`src/aes_pkg.sv`:
```
// ~~~~~~~~~~~~~~~~~~~~~~~~~~~~~~~~~~~~~~~~~~~~~~~
// AES-128 cipher constants and round constants
// Block type with byte and column views
// ~~~~~~~~~~~~~~~~~~~~~~~~~~~~~~~~~~~~~~~~~~~~~~~
package aes_pkg;

    // Block and key width
    localparam int block_w = 128;
    localparam int n_rounds = 10;

    // Initial key add plus two cycles per round
    localparam int pipe_latency = 1 + 2 * n_rounds;

    // Key schedule round constants, entry i feeds expansion stage i
    localparam logic [7:0] rcon [0:n_rounds-1] = '{
        8'h01, 8'h02, 8'h04, 8'h08, 8'h10,
        8'h20, 8'h40, 8'h80, 8'h1b, 8'h36
    };

    // One state block seen two ways.
    // bytes[15] is state byte 0 (the first input byte), cols[3] is column 0.
    // Row r of a column sits at bits [31-8r -: 8] of that column.
    typedef union packed {
        logic [15:0][7:0] bytes;
        logic [3:0][31:0] cols;
    } aes_block_u;

endpackage

```
`src/aes_sbox_pkg.sv`:
```
// ~~~~~~~~~~~~~~~~~~~~~~~~~~~~~~~~~~~~~~~~~~~~~~~
// Forward S-box table and byte lookup
// GF(2^8) doubling for MixColumns
// ~~~~~~~~~~~~~~~~~~~~~~~~~~~~~~~~~~~~~~~~~~~~~~~
package aes_sbox_pkg;

    // Forward substitution table, row-major by input byte
    localparam logic [7:0] sbox [0:255] = '{
        8'h63, 8'h7c, 8'h77, 8'h7b, 8'hf2, 8'h6b, 8'h6f, 8'hc5,
        8'h30, 8'h01, 8'h67, 8'h2b, 8'hfe, 8'hd7, 8'hab, 8'h76,
        8'hca, 8'h82, 8'hc9, 8'h7d, 8'hfa, 8'h59, 8'h47, 8'hf0,
        8'had, 8'hd4, 8'ha2, 8'haf, 8'h9c, 8'ha4, 8'h72, 8'hc0,
        8'hb7, 8'hfd, 8'h93, 8'h26, 8'h36, 8'h3f, 8'hf7, 8'hcc,
        8'h34, 8'ha5, 8'he5, 8'hf1, 8'h71, 8'hd8, 8'h31, 8'h15,
        8'h04, 8'hc7, 8'h23, 8'hc3, 8'h18, 8'h96, 8'h05, 8'h9a,
        8'h07, 8'h12, 8'h80, 8'he2, 8'heb, 8'h27, 8'hb2, 8'h75,
        8'h09, 8'h83, 8'h2c, 8'h1a, 8'h1b, 8'h6e, 8'h5a, 8'ha0,
        8'h52, 8'h3b, 8'hd6, 8'hb3, 8'h29, 8'he3, 8'h2f, 8'h84,
        8'h53, 8'hd1, 8'h00, 8'hed, 8'h20, 8'hfc, 8'hb1, 8'h5b,
        8'h6a, 8'hcb, 8'hbe, 8'h39, 8'h4a, 8'h4c, 8'h58, 8'hcf,
        8'hd0, 8'hef, 8'haa, 8'hfb, 8'h43, 8'h4d, 8'h33, 8'h85,
        8'h45, 8'hf9, 8'h02, 8'h7f, 8'h50, 8'h3c, 8'h9f, 8'ha8,
        8'h51, 8'ha3, 8'h40, 8'h8f, 8'h92, 8'h9d, 8'h38, 8'hf5,
        8'hbc, 8'hb6, 8'hda, 8'h21, 8'h10, 8'hff, 8'hf3, 8'hd2,
        8'hcd, 8'h0c, 8'h13, 8'hec, 8'h5f, 8'h97, 8'h44, 8'h17,
        8'hc4, 8'ha7, 8'h7e, 8'h3d, 8'h64, 8'h5d, 8'h19, 8'h73,
        8'h60, 8'h81, 8'h4f, 8'hdc, 8'h22, 8'h2a, 8'h90, 8'h88,
        8'h46, 8'hee, 8'hb8, 8'h14, 8'hde, 8'h5e, 8'h0b, 8'hdb,
        8'he0, 8'h32, 8'h3a, 8'h0a, 8'h49, 8'h06, 8'h24, 8'h5c,
        8'hc2, 8'hd3, 8'hac, 8'h62, 8'h91, 8'h95, 8'he4, 8'h79,
        8'he7, 8'hc8, 8'h37, 8'h6d, 8'h8d, 8'hd5, 8'h4e, 8'ha9,
        8'h6c, 8'h56, 8'hf4, 8'hea, 8'h65, 8'h7a, 8'hae, 8'h08,
        8'hba, 8'h78, 8'h25, 8'h2e, 8'h1c, 8'ha6, 8'hb4, 8'hc6,
        8'he8, 8'hdd, 8'h74, 8'h1f, 8'h4b, 8'hbd, 8'h8b, 8'h8a,
        8'h70, 8'h3e, 8'hb5, 8'h66, 8'h48, 8'h03, 8'hf6, 8'h0e,
        8'h61, 8'h35, 8'h57, 8'hb9, 8'h86, 8'hc1, 8'h1d, 8'h9e,
        8'he1, 8'hf8, 8'h98, 8'h11, 8'h69, 8'hd9, 8'h8e, 8'h94,
        8'h9b, 8'h1e, 8'h87, 8'he9, 8'hce, 8'h55, 8'h28, 8'hdf,
        8'h8c, 8'ha1, 8'h89, 8'h0d, 8'hbf, 8'he6, 8'h42, 8'h68,
        8'h41, 8'h99, 8'h2d, 8'h0f, 8'hb0, 8'h54, 8'hbb, 8'h16
    };

    function automatic logic [7:0] sub_byte(input logic [7:0] b);
        return sbox[b];
    endfunction

    // Multiply by x modulo x^8 + x^4 + x^3 + x + 1
    function automatic logic [7:0] xtime(input logic [7:0] b);
        return {b[6:0], 1'b0} ^ (b[7] ? 8'h1b : 8'h00);
    endfunction

endpackage

```
`src/aes_key_expand.sv`:
```
// ~~~~~~~~~~~~~~~~~~~~~~~~~~~~~~~~~~~~~~~~~~~~~~~
// One AES-128 key schedule step, two cycles deep
// Gives the round key early and the next key late
// ~~~~~~~~~~~~~~~~~~~~~~~~~~~~~~~~~~~~~~~~~~~~~~~
`timescale 1ns/100ps

module aes_key_expand (
    input  logic                        clk,
    input  logic                        rst_n,
    input  logic                        advance,
    input  logic [7:0]                  rcon_byte,
    input  logic [aes_pkg::block_w-1:0] key_in,
    output logic [aes_pkg::block_w-1:0] key_out,
    output logic [aes_pkg::block_w-1:0] round_key
);
    import aes_pkg::*;

    aes_block_u  key_u;
    aes_block_u  chain_d;
    aes_block_u  chain_q;
    aes_block_u  next_u;
    logic [31:0] rot_word;
    logic [31:0] sub_q;

    function automatic logic is_rcon(input logic [7:0] b);
        logic hit;
        hit = 1'b0;
        for (int i = 0; i < n_rounds; i++)
        begin
            hit = hit | (b == rcon[i]);
        end
        return hit;
    endfunction

    assign key_u = key_in;

    // Running XOR of the key words, rcon folded into word 0.
    // cols[3] is word 0, cols[0] is word 3
    always_comb
    begin
        chain_d.cols[3] = key_u.cols[3] ^ {rcon_byte, 24'h000000};
        chain_d.cols[2] = chain_d.cols[3] ^ key_u.cols[2];
        chain_d.cols[1] = chain_d.cols[2] ^ key_u.cols[1];
        chain_d.cols[0] = chain_d.cols[1] ^ key_u.cols[0];
    end

    always_ff @(posedge clk)
    begin
        if (advance)
        begin
            chain_q <= chain_d;
        end
    end

    // RotWord of the last word
    assign rot_word = {key_u.cols[0][23:0], key_u.cols[0][31:24]};

    aes_sub_word sub_word_i (
        .clk      (clk),
        .rst_n    (rst_n),
        .advance  (advance),
        .word_in  (rot_word),
        .word_out (sub_q)
    );

    always_comb
    begin
        for (int j = 0; j < 4; j++)
        begin
            next_u.cols[j] = chain_q.cols[j] ^ sub_q;
        end
    end

    assign round_key = next_u;

    always_ff @(posedge clk)
    begin
        if (advance)
        begin
            key_out <= next_u;
        end
    end

    // Each stage must be tied to a real schedule constant
    rcon_legal_a : assert property (@(posedge clk) disable iff (!rst_n)
        is_rcon(rcon_byte));

endmodule

```
`src/aes_sub_word.sv`:
```
// ~~~~~~~~~~~~~~~~~~~~~~~~~~~~~~~~~~~~~~~~~~~~~~~
// Registered S-box lookup of one 32-bit key word
// ~~~~~~~~~~~~~~~~~~~~~~~~~~~~~~~~~~~~~~~~~~~~~~~
`timescale 1ns/100ps

module aes_sub_word (
    input  logic        clk,
    input  logic        rst_n,
    input  logic        advance,
    input  logic [31:0] word_in,
    output logic [31:0] word_out
);
    import aes_sbox_pkg::*;

    logic [31:0] word_d;

    // Four parallel byte lookups
    always_comb
    begin
        for (int i = 0; i < 4; i++)
        begin
            word_d[8*i +: 8] = sub_byte(word_in[8*i +: 8]);
        end
    end

    always_ff @(posedge clk or negedge rst_n)
    begin
        if (!rst_n)
        begin
            word_out <= '0;
        end
        else if (advance)
        begin
            word_out <= word_d;
        end
    end

endmodule
```
`config.mk`:
```
export PLATFORM = sky130hd
export DESIGN_NAME = aes_key_expand
export DESIGN_NICKNAME = d
export VERILOG_FILES = /design/src/aes_pkg.sv /design/src/aes_sbox_pkg.sv /design/src/aes_key_expand.sv /design/src/aes_sub_word.sv
export SDC_FILE = /design/constraint.sdc
export NUM_CORES = 1
export LEC_CHECK = 0
export BUFFER_PORTS_ARGS = -buffer_cell sky130_fd_sc_hd__clkbuf_2
export CAP_MARGIN = 20
export CORE_MARGIN = 2
export CORE_UTILIZATION = 50
export CTS_BUF_LIST = sky130_fd_sc_hd__clkbuf_16
export DETAILED_ROUTE_END_ITERATION = 6
export PLACE_DENSITY = 0.84
export SYNTH_ARGS = -nofsm -noshare
export SYNTH_HDL_FRONTEND = slang
export SYNTH_SLANG_ARGS = --single-unit
```
`constraint.sdc`:
```
create_clock -name clk -period 1.1 [get_ports clk]
set_input_delay 0 -clock clk [delete_from_list [all_inputs] [get_ports clk]]
set_output_delay 0 -clock clk [all_outputs]
set_load 0.01 [all_outputs]
```
==> metrics.yaml, run 1 <==
run_status:
  status: "aborted with a tool error"
  failing_step: "global routing"
  error: "[ERROR GRT-0232] Routing congestion too high. Check the congestion heatmap in the GUI."
floorplanning:
  io_pins: 395
  die_height_um: 223
  die_w_um: 223
  initial_core_util_pct: 50.4
  rows: 80
clock_network:
  cts_root_buf: "clkbuf_16"
  cts_sinks: 288
  cts_buffers: 34
  max-clock-path-buffers: 3
  h-tree-depth: 2
placement:
  gp_congestion: 1.13
  portBuffers: 394
  dp_hpwl_um: 92000
  dp.cells: 4452
grt:
  grt_use_total_pct: 70.4
  overflow: 28
  grt_max_degree: 46
logic_synthesis:
  synthFlopType: "edfxtp_1"
  synthTopCellsByCount: "edfxtp_1, nor2_1, a21oi_1"
  ys_types: 91
  syn_nets: 3006
  yosysSeqAreaShare_pct: 35.4
  syn_area_per_cell_um2: 8.54
  synthTopCellsByArea: "edfxtp_1, xor2_1, a21oi_1"
  syn_area_mm2: 0.0240
  yosys_warnings: 0
  async_flop_share_pct: 11.1
  yosysMostFrequentCell: "edfxtp_1"
  synth-edff-count: 256
  syn_inst: 2807
  yosysTopAreaCell: "edfxtp_1"
  synth_top_area_share_pct: 32.1
  ys_seq_elements: 288
timing:
  worst-ep-kind: "output port"
  worst_endpoint: "round_key[85]"
routing by layer:
| layer | global-route usage (%) | GRT overflow |
|---|---|---|
| met4 | 65.4 | 18 |
| met2 | 88.3 | 9 |
| met3 | 55.2 | 1 |
| met1 | 71.7 | 0 |
| met5 | 17.6 | 0 |
repair_timing:
| item | 4_1_cts |
|---|---|
| endpoints found under the setup margin | 189 |
| setup buffers | 159 |
| hold buffers | 109 |
| pin swaps | 306 |
| gates resized for setup | 653 |
| gates cloned | 5 |
| endpoints found under the hold margin | 184 |
kinds of logic after synthesis:
logic type      count (synthesis)  synth area share (%)
compound gates                953                  26.2
simple gates                  896                  18.1
buf+inv                       346                  6.47
flops                         288                  35.4
xor+xnor                      237                  8.69
fa+ha+maj                      60                  3.13
mux                            27                  2.03
metrics by stage:
stage / setup TNS [ns] / worst slack [ns] / cell area (um^2)
after detailed placement: -37.94 / -1.20 / 33300
after floorplan: -24.27 / -1.11 / 24700
after global placement: -35.95 / -1.27 / 33300
after CTS: -67.27 / -0.430 / 39700
==> inputs of run 2 (changes only) <==
--- a/config.mk
+++ b/config.mk
@@ -8,10 +8,9 @@
 export BUFFER_PORTS_ARGS = -buffer_cell sky130_fd_sc_hd__clkbuf_2
 export CAP_MARGIN = 20
 export CORE_MARGIN = 2
-export CORE_UTILIZATION = 50
-export CTS_BUF_LIST = sky130_fd_sc_hd__clkbuf_16
+export CORE_UTILIZATION = 35
 export DETAILED_ROUTE_END_ITERATION = 6
-export PLACE_DENSITY = 0.84
+export PLACE_DENSITY_LB_ADDON = 0.15
 export SYNTH_ARGS = -nofsm -noshare
 export SYNTH_HDL_FRONTEND = slang
 export SYNTH_SLANG_ARGS = --single-unit
==> constraint.sdc (replaced) <==
create_clock -name clk -period 1.45 [get_ports clk]
set_input_delay 0 -clock clk [delete_from_list [all_inputs] [get_ports clk]]
set_output_delay 0 -clock clk [all_outputs]
set_load 0.01 [all_outputs]
==> metrics.yaml, run 2 <==
timing:
  holdWs_ns: 0.0399
  min_period_ns: 1.60
  finalHoldViolCount: 0
  slew_viol_final: 0
  slew_headroom_pct: 61.2
  layout_worst_path_cycle_share_pct: 110
  fmax_mhz: 624
  tightestPinTransition_ns: 0.582
  setup_ws_ns: -0.152
  fin_tns_setup_ns: -3.82
  setup-violations-final: 76
  final.setup_skew_ns: 0.0229
  rsz0062_at_grt: "true"
logic_synthesis:
  ys_types: 91  # unchanged
  yosysMostFrequentCell: "edfxtp_1"
  syn_area_per_cell_um2: 8.54  # unchanged
  synthTopCellsByArea: "edfxtp_1, xor2_1, a21oi_1"
  synth-edff-count: 256  # unchanged
  async_flop_share_pct: 11.1  # unchanged
  yosysSeqAreaShare_pct: 35.4  # unchanged
  synthFlopType: "edfxtp_1"
  syn_inst: 2807  # unchanged
  yosysTopAreaCell: "edfxtp_1"
  yosys_warnings: 0  # unchanged
  ys_seq_elements: 288  # unchanged
  syn_area_mm2: 0.0240  # unchanged
  synth_top_area_share_pct: 32.1  # unchanged
  synthTopCellsByCount: "edfxtp_1, nor2_1, a21oi_1"
  syn_nets: 3006  # unchanged
clock_network:
  cts_buffers: 34  # unchanged
  cts_sinks: 288  # unchanged
  cts_root_buf: "clkbuf_16"
  tritoncts: "done"
  clk_pin_slew_worst_paths_ns: 0.06
  clock_latency_ns: 0.57
  h-tree-depth: 2  # unchanged
  max-clock-path-buffers: 3  # unchanged
power:
  clock_power_share_pct: 24.3
  p_leak_nw: 16.8
  seqPwrFrac_pct: 32.0
  intPower_mw: 23.5
  power_switching_mw: 13.8
  switching_share_pct: 37.0
  powerDensity_mw_per_mm2: 918
  p_comb_share_pct: 43.7
  finalPower_mw: 37.3
  ir_worst_vdd_v: 0.00121
cells_and_area:
  final_core_util_pct: 60.2
  drive_above_1_share_pct: 49.9
  nNetsFinal: 4299
  mostFrequentLayoutCells: "buf_4, clkbuf_2, edfxtp_1"
  reg.largest.list: "chain_q: 128 flops, key_out: 128 flops, sub_word_i.word_out: 32 flops"
  area_growth_pct: 69.7
  mostFrequentLayoutCell: "buf_4"
  fillers: 5783
  instances_no_fill: 5000
placement:
  dp.cells: 4703  # +5.6%
  portBuffers: 394  # unchanged
  gp_congestion: 1.06  # -6.2%
  dp_hpwl_um: 103000  # +12%
setup_path:
  critical_path_class: "input port to flip-flop"
  cp_data_arrival_time_ns: 2.05
  cp_slowest_cell: "o32ai_1"
  rrSetupSlack_ns: 0.07
  required_ns: 1.89
  cpPeakStageDelay_ns: 0.36
  crit_path_cell_trace: "clkbuf_16 > clkinvlp_4 > ha_4 > buf_6 > buf_4 > nand2b_2 > buf_4 > a31oi_1 > o21ai_0 > o211a_1 > o32ai_1"
  crit_path_frequent_cell: "buf_4"
  cp_top_family: "compound AO/OA/AOI/OAI gates"
  critPathLaunchType: "input port"
  path_buf_inv: 5
  end_kind: "flip-flop"
  worst-path-max-fanout: 5
routing:
  routedWlPerCell_um: 27.5
  dr.first_iter.drc_count: 3696
  wl_um: 138000
  postRouteAntennaNets: 0
  dr_total_vias: 29900
  firstDrtPassIters: 6
  avgViaCountPerCell: 5.97
  drc_errors: 0
floorplanning:
  die_area_mm2: 0.0706
  initial_core_util_pct: 35.5  # -15 points
  rows: 95  # +19%
  die_w_um: 266  # +19%
  die_height_um: 266  # +19%
  io_pins: 395  # unchanged
  core_area_mm2: 0.0675
flow_run:
  cap_violations: 0
grt:
  antenna_found_initial: 1
  grt_use_total_pct: 37.1
  grt_max_degree: 63
  grt_pass1_vias: 29700
  grt_pass1_wl_um: 197000
  overflow: 0
run_status:
  violations: "negative setup slack"
  status: "finished with violations"
min_path:
  min_path_type: "input port to flip-flop"
==> run 2: tightest hold or removal path, delay by kind of cell <==
family	cells	cell delay, ns
xor+xnor	2	0.20
buf+inv	3	0.29
==> run 2: path summary, 6_finish.rpt <==
check                           depth (start not counted)                    from                      end
worst max-delay path                                   11               key_in[9]  sub_word_i.word_out[16]
worst min-delay path                                    5            rcon_byte[4]              chain_q[92]
worst max register to register                          5  sub_word_i.word_out[7]              key_out[71]
worst min register to register                          1             chain_q[66]              key_out[66]
max in group asynchronous                               4                   rst_n  sub_word_i.word_out[28]
min in group asynchronous                               4                   rst_n  sub_word_i.word_out[19]
==> run 2: timing repair <==
action / CTS / global route
hold buffers: 122 / 3
setup buffers: 57 / 60
hold endpoints to repair: 167 / 3
pin swaps: 158 / 185
cloned: 0 / 2
gates resized for setup: 339 / 485
endpoints found under the setup margin: 155 / 162
==> run 2: kinds of logic (layout without fill, tap and decap cells) <==
| group | Yosys count | after routing | share of synthesized area, % |
|---|---|---|---|
| AOI/OAI and AO/OA | 953 | 953 | 26.2 |
| xor gates and xnor gates | 237 | 237 | 8.69 |
| adders and majority gates | 60 | 60 | 3.13 |
| buffers and inverters | 346 | 1665 | 6.47 |
| DFF | 288 | 288 | 35.4 |
| muxes | 27 | 27 | 2.03 |
| other | 0 | 1 | 0 |
| and+or+nand+nor | 896 | 896 | 18.1 |
==> run 2: area by class of cell <==
class	instances	area [um^2]	area share, %
Clock inverter	20	190	0.468
Multi-Input combinational cell	2173	17300	42.5
Clock buffer	42	945	2.32
Timing Repair Buffer	1559	12400	30.5
Tap cell	873	1090	2.69
Inverter	44	228	0.560
Sequential cell	288	8530	21.0
Antenna cell	1	2.50	0.00615
==> run 2: power by group through the flow <==
stage          sequential [mW]  clock (mW)  combinational, mW
2_1_floorplan             11.6           0               5.78
3_3_place_gp              11.7           0               12.6
3_5_place_dp              11.7           0               12.6
4_1_cts                   11.8        9.16               14.2
5_1_grt                   12.1        9.51               17.0
6_report                  11.9        9.07               16.3
==> run 2: through the flow <==
step	area (um^2)	setup WS (ns)
after floorplan	24700	-0.764
after global placement	33600	-1.19
after detailed placement	33600	-1.03
after CTS	38300	-0.194
after global routing	40700	-0.183
final	40700	-0.152
==> run 2: routing by layer <==
layer | share of wire (%) | track usage [%]
met5 | 0 | 0.347
met3 | 9.3 | 6.94
met2 | 46 | 59.5
met1 | 39 | 47.8
met4 | 5.9 | 19.1
(Power assumes the default switching activity.)
